**config.mk**
```make
export PLATFORM = sky130hd
export DESIGN_NAME = rvv_alu_other
export DESIGN_NICKNAME = d
export VERILOG_FILES = /design/src/design/rvv_alu_pkg.sv /design/src/design/rvv_isa_pkg.sv /design/src/design/alu_operand_if.sv /design/src/design/alu_extend.sv /design/src/design/alu_merge_move.sv /design/src/design/alu_minmax.sv /design/src/design/alu_other_decode.sv /design/src/design/alu_result_buffer.sv /design/src/design/rvv_alu_other.sv
export SDC_FILE = /design/constraint.sdc
export NUM_CORES = 2
export LEC_CHECK = 0
export ABC_AREA = 1
export BUFFER_PORTS_ARGS = -buffer_cell sky130_fd_sc_hd__buf_2
export CAP_MARGIN = 20
export CORE_AREA = 5 5 181 357
export DETAILED_ROUTE_END_ITERATION = 7
export DIE_AREA = 0 0 186 362
export GPL_TIMING_DRIVEN = 0
export PLACE_DENSITY = 0.78
export SYNTH_ARGS = -nofsm -noshare
export SYNTH_HDL_FRONTEND = slang
export SYNTH_SLANG_ARGS = --single-unit
```
**constraint.sdc**
```tcl
create_clock -name clk -period 15.85 [get_ports clk]
set_input_delay 3.17 -clock clk [delete_from_list [all_inputs] [get_ports clk]]
set_output_delay 3.17 -clock clk [all_outputs]
set_load 0.05 [all_outputs]
```
**src/design/rvv_alu_pkg.sv**
```systemverilog
`default_nettype none

package rvv_alu_pkg;

  localparam int VLEN            = 128;
  localparam int XLEN            = 32;
  localparam int VLENB           = VLEN / 8;
  localparam int ROB_DEPTH_WIDTH = 4;
  localparam int UOP_INDEX_WIDTH = 3;

  typedef logic [VLEN-1:0]            vreg_t;
  typedef logic [XLEN-1:0]            xreg_t;
  // one bit per byte lane, enough for EEW8
  typedef logic [VLENB-1:0]           vmask_t;
  typedef logic [ROB_DEPTH_WIDTH-1:0] rob_entry_t;
  typedef logic [UOP_INDEX_WIDTH-1:0] uop_index_t;

  typedef enum logic [3:0] {
    OP_NONE,
    OP_MINU,
    OP_MIN,
    OP_MAXU,
    OP_MAX,
    OP_MERGE,
    OP_MOVE,
    OP_ZEXT2,
    OP_SEXT2,
    OP_ZEXT4,
    OP_SEXT4
  } alu_op_e;

endpackage

`default_nettype wire

```
**src/design/rvv_isa_pkg.sv**
```systemverilog
`default_nettype none

package rvv_isa_pkg;

  // major opcode category of OP-V
  typedef enum logic [2:0] {
    OPIVV = 3'b000,
    OPMVV = 3'b010,
    OPIVI = 3'b011,
    OPIVX = 3'b100,
    OPMVX = 3'b110
  } funct3_e;

  // arithmetic funct6 codes handled by this lane
  typedef enum logic [5:0] {
    VMINU      = 6'b000100,
    VMIN       = 6'b000101,
    VMAXU      = 6'b000110,
    VMAX       = 6'b000111,
    VXUNARY0   = 6'b010010,
    VMERGE_VMV = 6'b010111
  } funct6_e;

  // vs1 field selects the unary op under VXUNARY0
  typedef enum logic [4:0] {
    VZEXT_VF4 = 5'b00100,
    VSEXT_VF4 = 5'b00101,
    VZEXT_VF2 = 5'b00110,
    VSEXT_VF2 = 5'b00111
  } vxunary_e;

  typedef enum logic [1:0] {
    EEW8  = 2'd0,
    EEW16 = 2'd1,
    EEW32 = 2'd2
  } eew_e;

endpackage

`default_nettype wire

```
**src/design/alu_operand_if.sv**
```systemverilog
`timescale 1ns/1ps
`default_nettype none

interface alu_operand_if;

  rvv_alu_pkg::alu_op_e    op;
  rvv_isa_pkg::eew_e       eew;
  rvv_alu_pkg::vreg_t      src1;
  rvv_alu_pkg::vreg_t      src2;
  rvv_alu_pkg::vmask_t     mask;
  logic                    ignore_vma;
  rvv_alu_pkg::rob_entry_t rob_entry;
  // legal uop taken this cycle
  logic                    fire;

  modport source (output op, eew, src1, src2, mask, ignore_vma, rob_entry, fire);
  modport exec   (input op, eew, src1, src2, mask);
  modport sink   (input op, eew, src1, src2, mask, ignore_vma, rob_entry, fire);

endinterface

`default_nettype wire

```
**src/design/alu_extend.sv**
```systemverilog
`timescale 1ns/1ps
`default_nettype none

module alu_extend (
  alu_operand_if.exec         ops,
  output rvv_alu_pkg::vreg_t  extend_data
);

  localparam int VLEN = rvv_alu_pkg::VLEN;

  logic sext;

  assign sext = (ops.op == rvv_alu_pkg::OP_SEXT2) || (ops.op == rvv_alu_pkg::OP_SEXT4);

  // k=0 8->16, k=1 16->32, k=2 8->32
  for (genvar k = 0; k < 3; k++) begin : g_cfg
    localparam int SW = (k == 1) ? 16 : 8;
    localparam int DW = (k == 0) ? 16 : 32;
    rvv_alu_pkg::vreg_t wide;

    always_comb begin
      logic [SW-1:0] narrow;
      for (int i = 0; i < VLEN / DW; i++) begin
        narrow = ops.src2[i*SW +: SW];
        wide[i*DW +: DW] = {{(DW-SW){sext & narrow[SW-1]}}, narrow};
      end
    end
  end

  always_comb begin
    case (ops.op)
      rvv_alu_pkg::OP_ZEXT2,
      rvv_alu_pkg::OP_SEXT2: begin
        if (ops.eew == rvv_isa_pkg::EEW16)
          extend_data = g_cfg[1].wide;
        else
          extend_data = g_cfg[0].wide;
      end
      rvv_alu_pkg::OP_ZEXT4,
      rvv_alu_pkg::OP_SEXT4: extend_data = g_cfg[2].wide;
      default:               extend_data = '0;
    endcase
  end

endmodule

`default_nettype wire

```
**src/design/alu_merge_move.sv**
```systemverilog
`timescale 1ns/1ps
`default_nettype none

module alu_merge_move (
  alu_operand_if.exec         ops,
  output rvv_alu_pkg::vreg_t  merge_data
);

  localparam int VLEN = rvv_alu_pkg::VLEN;

  for (genvar w = 0; w < 3; w++) begin : g_width
    localparam int EW = 8 << w;
    rvv_alu_pkg::vreg_t res;

    always_comb begin
      for (int i = 0; i < VLEN / EW; i++) begin
        res[i*EW +: EW] = ops.mask[i] ? ops.src1[i*EW +: EW] : ops.src2[i*EW +: EW];
      end
    end
  end

  always_comb begin
    merge_data = '0;
    if (ops.op == rvv_alu_pkg::OP_MOVE) begin
      merge_data = ops.src1;
    end else if (ops.op == rvv_alu_pkg::OP_MERGE) begin
      case (ops.eew)
        rvv_isa_pkg::EEW8:  merge_data = g_width[0].res;
        rvv_isa_pkg::EEW16: merge_data = g_width[1].res;
        rvv_isa_pkg::EEW32: merge_data = g_width[2].res;
        default:            merge_data = '0;
      endcase
    end
  end

endmodule

`default_nettype wire

```
**src/design/alu_minmax.sv**
```systemverilog
`timescale 1ns/1ps
`default_nettype none

module alu_minmax (
  alu_operand_if.exec         ops,
  output rvv_alu_pkg::vreg_t  minmax_data
);

  localparam int VLEN = rvv_alu_pkg::VLEN;

  logic is_signed;
  logic is_min;

  assign is_signed = (ops.op == rvv_alu_pkg::OP_MIN) || (ops.op == rvv_alu_pkg::OP_MAX);
  assign is_min    = (ops.op == rvv_alu_pkg::OP_MIN) || (ops.op == rvv_alu_pkg::OP_MINU);

  // one comparator array per element width
  for (genvar w = 0; w < 3; w++) begin : g_width
    localparam int EW = 8 << w;
    rvv_alu_pkg::vreg_t res;

    always_comb begin
      logic signed [EW:0] a;
      logic signed [EW:0] b;
      logic               b_lt_a;
      logic               b_gt_a;
      for (int i = 0; i < VLEN / EW; i++) begin
        // extra top bit makes one signed compare serve both kinds
        a = {is_signed & ops.src1[i*EW+EW-1], ops.src1[i*EW +: EW]};
        b = {is_signed & ops.src2[i*EW+EW-1], ops.src2[i*EW +: EW]};
        b_lt_a = b < a;
        b_gt_a = a < b;
        if (is_min)
          res[i*EW +: EW] = b_lt_a ? b[EW-1:0] : a[EW-1:0];
        else
          res[i*EW +: EW] = b_gt_a ? b[EW-1:0] : a[EW-1:0];
      end
    end
  end

  always_comb begin
    case (ops.eew)
      rvv_isa_pkg::EEW8:  minmax_data = g_width[0].res;
      rvv_isa_pkg::EEW16: minmax_data = g_width[1].res;
      rvv_isa_pkg::EEW32: minmax_data = g_width[2].res;
      default:            minmax_data = '0;
    endcase
  end

endmodule

`default_nettype wire

```
**src/design/alu_other_decode.sv**
```systemverilog
`timescale 1ns/1ps
`default_nettype none

module alu_other_decode (
  input  wire                         clk,
  input  wire                         reset,
  input  rvv_alu_pkg::rob_entry_t     rob_entry,
  input  rvv_isa_pkg::funct6_e        funct6,
  input  rvv_isa_pkg::funct3_e        funct3,
  input  wire                         vm,
  input  rvv_isa_pkg::vxunary_e       vs1_idx,
  input  rvv_alu_pkg::vreg_t          vs1_data,
  input  wire                         vs1_valid,
  input  rvv_alu_pkg::vreg_t          vs2_data,
  input  wire                         vs2_valid,
  input  rvv_alu_pkg::xreg_t          rs1_data,
  input  wire                         rs1_valid,
  input  rvv_alu_pkg::vreg_t          v0_data,
  input  wire                         v0_valid,
  input  rvv_isa_pkg::eew_e           vs2_eew,
  input  rvv_isa_pkg::eew_e           vd_eew,
  input  rvv_alu_pkg::uop_index_t     uop_index,
  input  wire                         uop_xfer,
  alu_operand_if.source               ops
);

  localparam int VLEN = rvv_alu_pkg::VLEN;

  rvv_alu_pkg::alu_op_e op;
  logic                 src1_ok;
  logic                 vf2_eew_ok;
  logic                 vf4_eew_ok;
  rvv_isa_pkg::eew_e    splat_eew;

  function automatic rvv_alu_pkg::vreg_t splat(input rvv_isa_pkg::eew_e ew,
                                               input rvv_alu_pkg::xreg_t x);
    rvv_alu_pkg::vreg_t v;
    v = '0;
    case (ew)
      rvv_isa_pkg::EEW8:  v = {(VLEN/8){x[7:0]}};
      rvv_isa_pkg::EEW16: v = {(VLEN/16){x[15:0]}};
      rvv_isa_pkg::EEW32: v = {(VLEN/rvv_alu_pkg::XLEN){x}};
      default:            v = '0;
    endcase
    return v;
  endfunction

  // vector-vector takes vs1, the scalar forms take rs1 or the immediate
  assign src1_ok    = (funct3 == rvv_isa_pkg::OPIVV) ? vs1_valid : rs1_valid;
  assign vf2_eew_ok = (vs2_eew == rvv_isa_pkg::EEW8) || (vs2_eew == rvv_isa_pkg::EEW16);
  assign vf4_eew_ok = (vs2_eew == rvv_isa_pkg::EEW8);

  always_comb begin
    op = rvv_alu_pkg::OP_NONE;
    case (funct3)
      rvv_isa_pkg::OPIVV,
      rvv_isa_pkg::OPIVX,
      rvv_isa_pkg::OPIVI: begin
        // min/max has no immediate form
        if (funct6 == rvv_isa_pkg::VMERGE_VMV) begin
          if (vm && src1_ok)
            op = rvv_alu_pkg::OP_MOVE;
          else if (!vm && src1_ok && vs2_valid && v0_valid)
            op = rvv_alu_pkg::OP_MERGE;
        end else if (funct3 != rvv_isa_pkg::OPIVI && src1_ok && vs2_valid) begin
          case (funct6)
            rvv_isa_pkg::VMINU: op = rvv_alu_pkg::OP_MINU;
            rvv_isa_pkg::VMIN:  op = rvv_alu_pkg::OP_MIN;
            rvv_isa_pkg::VMAXU: op = rvv_alu_pkg::OP_MAXU;
            rvv_isa_pkg::VMAX:  op = rvv_alu_pkg::OP_MAX;
            default:            op = rvv_alu_pkg::OP_NONE;
          endcase
        end
      end
      rvv_isa_pkg::OPMVV: begin
        if (funct6 == rvv_isa_pkg::VXUNARY0 && !vs1_valid && vs2_valid) begin
          case (vs1_idx)
            rvv_isa_pkg::VZEXT_VF2: op = vf2_eew_ok ? rvv_alu_pkg::OP_ZEXT2 : rvv_alu_pkg::OP_NONE;
            rvv_isa_pkg::VSEXT_VF2: op = vf2_eew_ok ? rvv_alu_pkg::OP_SEXT2 : rvv_alu_pkg::OP_NONE;
            rvv_isa_pkg::VZEXT_VF4: op = vf4_eew_ok ? rvv_alu_pkg::OP_ZEXT4 : rvv_alu_pkg::OP_NONE;
            rvv_isa_pkg::VSEXT_VF4: op = vf4_eew_ok ? rvv_alu_pkg::OP_SEXT4 : rvv_alu_pkg::OP_NONE;
            default:                op = rvv_alu_pkg::OP_NONE;
          endcase
        end
      end
      default: op = rvv_alu_pkg::OP_NONE;
    endcase
  end

  // vmv.v.x/i splats at the destination width
  assign splat_eew = (op == rvv_alu_pkg::OP_MOVE) ? vd_eew : vs2_eew;

  always_comb begin
    if (funct3 == rvv_isa_pkg::OPIVV)
      ops.src1 = vs1_data;
    else
      ops.src1 = splat(splat_eew, rs1_data);
  end

  // extend reads one half or quarter of vs2, copied across the register
  always_comb begin
    case (op)
      rvv_alu_pkg::OP_ZEXT2,
      rvv_alu_pkg::OP_SEXT2: ops.src2 = {2{vs2_data[uop_index[0]*(VLEN/2) +: VLEN/2]}};
      rvv_alu_pkg::OP_ZEXT4,
      rvv_alu_pkg::OP_SEXT4: ops.src2 = {4{vs2_data[uop_index[1:0]*(VLEN/4) +: VLEN/4]}};
      default:               ops.src2 = vs2_data;
    endcase
  end

  // v0 bits for the elements of this uop
  always_comb begin
    case (vs2_eew)
      rvv_isa_pkg::EEW16: ops.mask = v0_data[{uop_index, 3'b0} +: rvv_alu_pkg::VLENB];
      rvv_isa_pkg::EEW32: ops.mask = v0_data[{uop_index, 2'b0} +: rvv_alu_pkg::VLENB];
      default:            ops.mask = v0_data[{uop_index, 4'b0} +: rvv_alu_pkg::VLENB];
    endcase
  end

  assign ops.op         = op;
  assign ops.eew        = vs2_eew;
  assign ops.ignore_vma = (op == rvv_alu_pkg::OP_MERGE);
  assign ops.rob_entry  = rob_entry;
  assign ops.fire       = uop_xfer && (op != rvv_alu_pkg::OP_NONE);

  // issue never sends a vs1 operand with an extend
  assert property (@(posedge clk) disable iff (reset)
    (uop_xfer && funct3 == rvv_isa_pkg::OPMVV && funct6 == rvv_isa_pkg::VXUNARY0)
      |-> !vs1_valid);

endmodule

`default_nettype wire

```
**src/design/alu_result_buffer.sv**
```systemverilog
`timescale 1ns/1ps
`default_nettype none

module alu_result_buffer (
  input  wire                       clk,
  input  wire                       reset,
  input  wire                       uop_valid,
  alu_operand_if.sink               ops,
  input  rvv_alu_pkg::vreg_t        minmax_data,
  input  rvv_alu_pkg::vreg_t        extend_data,
  input  rvv_alu_pkg::vreg_t        merge_data,
  input  wire                       result_ready,
  output logic                      uop_ready,
  output logic                      uop_xfer,
  output logic                      result_valid,
  output rvv_alu_pkg::rob_entry_t   result_rob_entry,
  output rvv_alu_pkg::vreg_t        result_data,
  output logic                      result_ignore_vma
);

  rvv_alu_pkg::vreg_t sel_data;

  // room when empty or when the held result leaves this cycle
  assign uop_ready = !result_valid || result_ready;
  assign uop_xfer  = uop_valid && uop_ready;

  always_comb begin
    case (ops.op)
      rvv_alu_pkg::OP_MINU,
      rvv_alu_pkg::OP_MIN,
      rvv_alu_pkg::OP_MAXU,
      rvv_alu_pkg::OP_MAX:   sel_data = minmax_data;
      rvv_alu_pkg::OP_MERGE,
      rvv_alu_pkg::OP_MOVE:  sel_data = merge_data;
      rvv_alu_pkg::OP_ZEXT2,
      rvv_alu_pkg::OP_SEXT2,
      rvv_alu_pkg::OP_ZEXT4,
      rvv_alu_pkg::OP_SEXT4: sel_data = extend_data;
      default:               sel_data = '0;
    endcase
  end

  always_ff @(posedge clk) begin
    if (reset)
      result_valid <= 1'b0;
    else if (ops.fire)
      result_valid <= 1'b1;
    else if (result_ready)
      result_valid <= 1'b0;
  end

  always_ff @(posedge clk) begin
    if (ops.fire) begin
      result_data       <= sel_data;
      result_rob_entry  <= ops.rob_entry;
      result_ignore_vma <= ops.ignore_vma;
    end
  end

  // stalled result must not change
  assert property (@(posedge clk) disable iff (reset)
    (result_valid && !result_ready) |=> (result_valid && $stable(result_data) &&
      $stable(result_rob_entry) && $stable(result_ignore_vma)));

  assert property (@(posedge clk) reset |=> !result_valid);

endmodule

`default_nettype wire

```
**src/design/rvv_alu_other.sv**
```systemverilog
`timescale 1ns/1ps
`default_nettype none

module rvv_alu_other (
  input  wire                       clk,
  input  wire                       reset,
  input  wire                       uop_valid,
  output logic                      uop_ready,
  input  rvv_alu_pkg::rob_entry_t   rob_entry,
  input  rvv_isa_pkg::funct6_e      funct6,
  input  rvv_isa_pkg::funct3_e      funct3,
  input  wire                       vm,
  input  rvv_isa_pkg::vxunary_e     vs1_idx,
  input  rvv_alu_pkg::vreg_t        vs1_data,
  input  wire                       vs1_valid,
  input  rvv_alu_pkg::vreg_t        vs2_data,
  input  wire                       vs2_valid,
  input  rvv_alu_pkg::xreg_t        rs1_data,
  input  wire                       rs1_valid,
  input  rvv_alu_pkg::vreg_t        v0_data,
  input  wire                       v0_valid,
  input  rvv_isa_pkg::eew_e         vs2_eew,
  input  rvv_isa_pkg::eew_e         vd_eew,
  input  rvv_alu_pkg::uop_index_t   uop_index,
  output logic                      result_valid,
  input  wire                       result_ready,
  output rvv_alu_pkg::rob_entry_t   result_rob_entry,
  output rvv_alu_pkg::vreg_t        result_data,
  output logic                      result_ignore_vma
);

  alu_operand_if ops ();

  logic               uop_xfer;
  rvv_alu_pkg::vreg_t minmax_data;
  rvv_alu_pkg::vreg_t extend_data;
  rvv_alu_pkg::vreg_t merge_data;

  alu_other_decode u_decode (
    .clk       (clk),
    .reset     (reset),
    .rob_entry (rob_entry),
    .funct6    (funct6),
    .funct3    (funct3),
    .vm        (vm),
    .vs1_idx   (vs1_idx),
    .vs1_data  (vs1_data),
    .vs1_valid (vs1_valid),
    .vs2_data  (vs2_data),
    .vs2_valid (vs2_valid),
    .rs1_data  (rs1_data),
    .rs1_valid (rs1_valid),
    .v0_data   (v0_data),
    .v0_valid  (v0_valid),
    .vs2_eew   (vs2_eew),
    .vd_eew    (vd_eew),
    .uop_index (uop_index),
    .uop_xfer  (uop_xfer),
    .ops       (ops.source)
  );

  alu_minmax u_minmax (
    .ops         (ops.exec),
    .minmax_data (minmax_data)
  );

  alu_extend u_extend (
    .ops         (ops.exec),
    .extend_data (extend_data)
  );

  alu_merge_move u_merge_move (
    .ops        (ops.exec),
    .merge_data (merge_data)
  );

  alu_result_buffer u_result_buffer (
    .clk               (clk),
    .reset             (reset),
    .uop_valid         (uop_valid),
    .ops               (ops.sink),
    .minmax_data       (minmax_data),
    .extend_data       (extend_data),
    .merge_data        (merge_data),
    .result_ready      (result_ready),
    .uop_ready         (uop_ready),
    .uop_xfer          (uop_xfer),
    .result_valid      (result_valid),
    .result_rob_entry  (result_rob_entry),
    .result_data       (result_data),
    .result_ignore_vma (result_ignore_vma)
  );

endmodule

`default_nettype wire

```
==> run metrics, run 1 <==
status aborted with a tool error; stage reached global routing (5_1_grt); stop err [ERROR GRT-0116] Global routing finished with congestion. Check the congestion regions in the DRC Viewer.; Starting Density 54.17%; Post-DP HPWL 202.9 mm; vias in the first global route 58920; top-area cell type share of the netlist area 22.11%; number of synthesized flops with an enable pin 133; yosys synthesis warning count 0; Post-CTS Setup Inserts 0; Synth area leader nand2_1; hold_buf cts 0; placed cell area between 30000 and 40000 um2; CTS resizes 0; synth unique cells 62; largest cells by area after synthesis nand2_1, nand3_1, edfxtp_1; Final Wtd Congestion ~1.4; #FFs+latches synth roughly 130; register area share after synthesis 12.02%; GRT Residual Overflow roughly 2900; TritonCTS Sinks 134; row count ~130; asr flop ratio synth 0%; Avg Cell Area, Syn around 5.3 um2; first-pass GRT wire length 451.4 mm; largest net degree at the start of global routing 40; CTS root buf clkbuf_16; die width approximately 190 um; All-Layer GR Usage 86.21%; Post-Syn Area 33400 um2; I/O pin count approximately 590; height of the die approximately 360 um; clock buffer count from CTS 17; Longest Clk Path Bufs 2; H-Tree Depth 4; I/O Buffers slightly below 600; Syn Inst Count between 6000 and 7000; syn nets ~6900; most common flop cell mapped by yosys edfxtp_1
synthesized netlist by cell type (4+ instances only):
library cell	instances
clkinv_1	9
nor4_1	13
a21oi_1	361
o21a_1	4
nand2_2	44
nand3_4	10
or2_2	44
a22oi_1	4
o32ai_1	9
o21ai_1	126
nor2_4	6
nor2_2	9
nand3b_1	18
or2_0	10
o21ai_0	513
a21oi_2	6
o22ai_1	41
ha_1	160
buf_4	30
inv_1	582
buf_2	98
edfxtp_1	133
or2_1	13
o211ai_1	155
a31oi_1	25
o21ai_2	13
nor3_1	26
o221ai_1	12
nand3_2	12
nand4_1	39
a211oi_1	22
nand3_1	992
nand2_1	1967
mux2i_1	4
inv_2	150
clkbuf_1	148
nor2_1	369
buf_1	35
o21bai_1	28
cell families after synthesis:
logic type | share of synthesized area, %
adders and majority gates | 5.994
AOI/OAI and AO/OA | 22.48
DFF | 12.02
buffers and inverters | 12.69
and+or+nand+nor | 46.65
muxes | 0.1199
xor gates and xnor gates | 0.05246
stage by stage:
stage / setup WS [ps] / std cells
floorplan: 5222 / 6273
global placement: 1867 / 7642
detailed placement: 5093 / 7659
CTS: 5571 / 7691
metal layers:
layer / overflow / track usage, %
met1: 46 / 79.61
met3: 40 / 69.38
met4: 944 / 94.14
met2: 1874 / 106.6
met5: 6 / 36.52
==> run 2, diff against run 1 <==
CORE_AREA = 5 5 295 297   (was 5 5 181 357)
DIE_AREA = 0 0 300 302   (was 0 0 186 362)
PLACE_DENSITY = not set   (was 0.78)
PLACE_DENSITY_LB_ADDON = 0.15   (was not set)
==> run 2 against run 1 <==
Area after synthesis unchanged; synthesized cell count unchanged; the flow now finishes, with violations (design-rule violations).
==> run metrics, run 2 <==
status finished with violations; failing checks design-rule violations; largest cells by area after synthesis nand2_1, nand3_1, edfxtp_1; Post-Syn Area 33400 um2 (unchanged); DRT Wirelength around 240 mm; first-pass GRT wire length between 300 and 400 mm; Synth area leader nand2_1; Storage cell area ~4000 um2; hold_buf cts 0 (unchanged); antenna-violating nets left 0; initial DRC count about 8600; All-Layer GR Usage between 50% and 60%; Pins Over Slew Limit 0; largest register by flop count u_result_buffer.result_data; maxcap violations 0; Slowest-stage cell, CP o21ai_2; clock buffer count from CTS 17 (unchanged); commonest cells in the netlist nand2_1, nand3_1, inv_1, o21ai_0, nor2_1; most common library cell in the layout ignoring fill and taps nand2_1; slowest stage delay, CP ~890 ps; vias per cell 6.353; CTS tree done; placed cell area 37900 um2 (+1.0%); Pleak roughly 20 nW; Total Neg Setup Slack 0 ps; Post-DP HPWL 200.0 mm (-1.4%); routed len/inst 30.23 um; Avg Cell Area, Syn 5.324 um2 (unchanged); vias a little over 50000; Longest Clk Path Bufs 2 (unchanged); H-Tree Depth 4 (unchanged); drt pass-1 iters 8; number of synthesized flops with an enable pin 133 (unchanged); Largest regs u_result_buffer.result_data x128, u_result_buffer.result_rob_entry x4; core box area between 80000 and 90000 um2; Finished Cell Area ~39000 um2; Final Wtd Congestion 1.169 (-14%); initial antenna violation count 18; top-area cell type share of the netlist area 22.11% (unchanged); yosys synthesis warning count 0 (unchanged); crit-path most repeated cell nand2_1; register area share after synthesis 12.02% (unchanged); Post-CTS Setup Inserts 0 (unchanged); reg2reg start u_result_buffer.result_valid$_SDFFE_PP0P_; CTS root buf clkbuf_16; CP endpoint kind register; Die ar. around 90000 um2; asr flop ratio synth 0% (unchanged); clock period minus worst slack around 13000 ps; height of the die 302 um (-17%); row count 107 (-17%); final hold viol count 0; most common flop cell mapped by yosys edfxtp_1; fin util 45.84%; vias in the first global route between 40000 and 50000; TritonCTS Sinks 134 (unchanged); pwr dens ~60 nW/um2; most frequent cell after synthesis nand2_1; Syn Inst Count 6273 (unchanged); min-delay worst type reg -> reg; Max transition margin 9.400%; CTS resizes 0 (unchanged); worst vdd ir 0.1024 mV; worst-path fanout max 10; critical path required time between 15000 and 20000 ps; CP Launch Type input port; I/O pin count 585 (unchanged); die width 300 um (+61%); Hold Path Origin u_result_buffer.result_valid$_SDFFE_PP0P_; hold slack ~590 ps; fillers 9572; Multi-input gate area about 25000 um2; # placed instances 7959 (+3.9%); Starting Density 39.60% (-15 points); #FFs+latches synth 134 (unchanged); Setup crit start vs2_eew[1]; final setup violation count 0; Final #Nets around 7500; Cell Count, Final, Fillers Out between 8000 and 9000; max reg flops 128; largest net degree at the start of global routing 36; synth unique cells 62 (unchanged); post-route clock period utilization between 70% and 80%; worst-margin pin slew 1359 ps; Area growth syn-to-layout 15.78%; syn nets 6883 (unchanged); clk_lat worst skew ~550 ps; most frequent cells in the layout nand2_1, nand3_1, buf_2; CTS clk-pin slew, worst paths ~80 ps; critical path class in -> reg; unrepaired setup endpoints after global routing false; layout cells sized above 1 between 10% and 20%; Highest Clock Rate between 70 and 80 MHz; Layout Skew 20.20 ps; I/O Buffers 583 (unchanged); GRT Residual Overflow 0; drc violations 8; Critical Path AT 12920 ps
==> run 2: cell counts after synthesis <==
No cell type changed its count.
==> run 2: worst max-delay path: cells and delay by family <==
kind                       cells  cell delay (ps)
adders and majority gates      2              450
AOI/OAI and AO/OA              2             1470
and+or+nand+nor               20             4920
buffers and inverters         10             2840
==> run 2: per-stage QoR <==
| stage | setup slack, ps | power, mW |
|---|---|---|
| global placement | 1181 | 1.718 |
| CTS | 4400 | 2.221 |
| global route | 3351 | 2.398 |
| finish | 3271 | 2.316 |
| floorplan | 5222 | 1.218 |
| detailed placement | 3851 | 1.726 |
==> run 2: path summary, 6_finish.rpt <==
check	endpoint	slack (ps)	depth (start not counted)
worst max register to register	u_result_buffer.result_data[92]$_DFFE_PP_	14000	5
worst max-delay path	u_result_buffer.result_data[39]$_DFFE_PP_	3270	34
worst min-delay path	u_result_buffer.result_valid$_SDFFE_PP0P_	590	4
worst min register to register	u_result_buffer.result_valid$_SDFFE_PP0P_	590	4
==> run 2: routing by layer <==
metal | up-vias | wire length [um] | GRT usage [%]
met1 | 23060 | 85520 | 59.48
met5 | - | 46 | 0
met3 | 1093 | 36560 | 19.87
met2 | 4437 | 96130 | 73.28
met4 | 6 | 23860 | 38.24
li1 | 22280 | - | -
==> run 2: cell families (layout without fill, tap and decap cells) <==
| family | count (synthesis) | after routing | synth area share (%) |
|---|---|---|---|
| flops | 134 | 134 | 12.02 |
| xor+xnor | 2 | 2 | 0.05246 |
| fa+ha+maj | 160 | 160 | 5.994 |
| other cells | 0 | 10 | 0 |
| mux | 4 | 4 | 0.1199 |
| simple gates | 3585 | 3585 | 46.65 |
| compound gates | 1332 | 1332 | 22.48 |
| buf+inv | 1056 | 1691 | 12.69 |
==> run 2: where the power goes <==
group | internal, mW | switching (mW)
clock | 0.281 | 0.218
sequential | 0.385 | 0.0000581
combinational | 0.384 | 1.05
total | 1.05 | 1.27
==> run 2: layout make-up <==
class / instances / area share (%)
multi-input combinational: 5083 / 65.07
timing repair buffer: 603 / 8.307
clock inverter: 14 / 0.5728
buffer: 315 / 3.770
tap: 1090 / 3.527
inverter: 741 / 7.193
clock buffer: 18 / 1.110
sequential: 134 / 10.38
antenna: 10 / 0.06472
No activity file was read; power rests on OpenSTA's default activity.
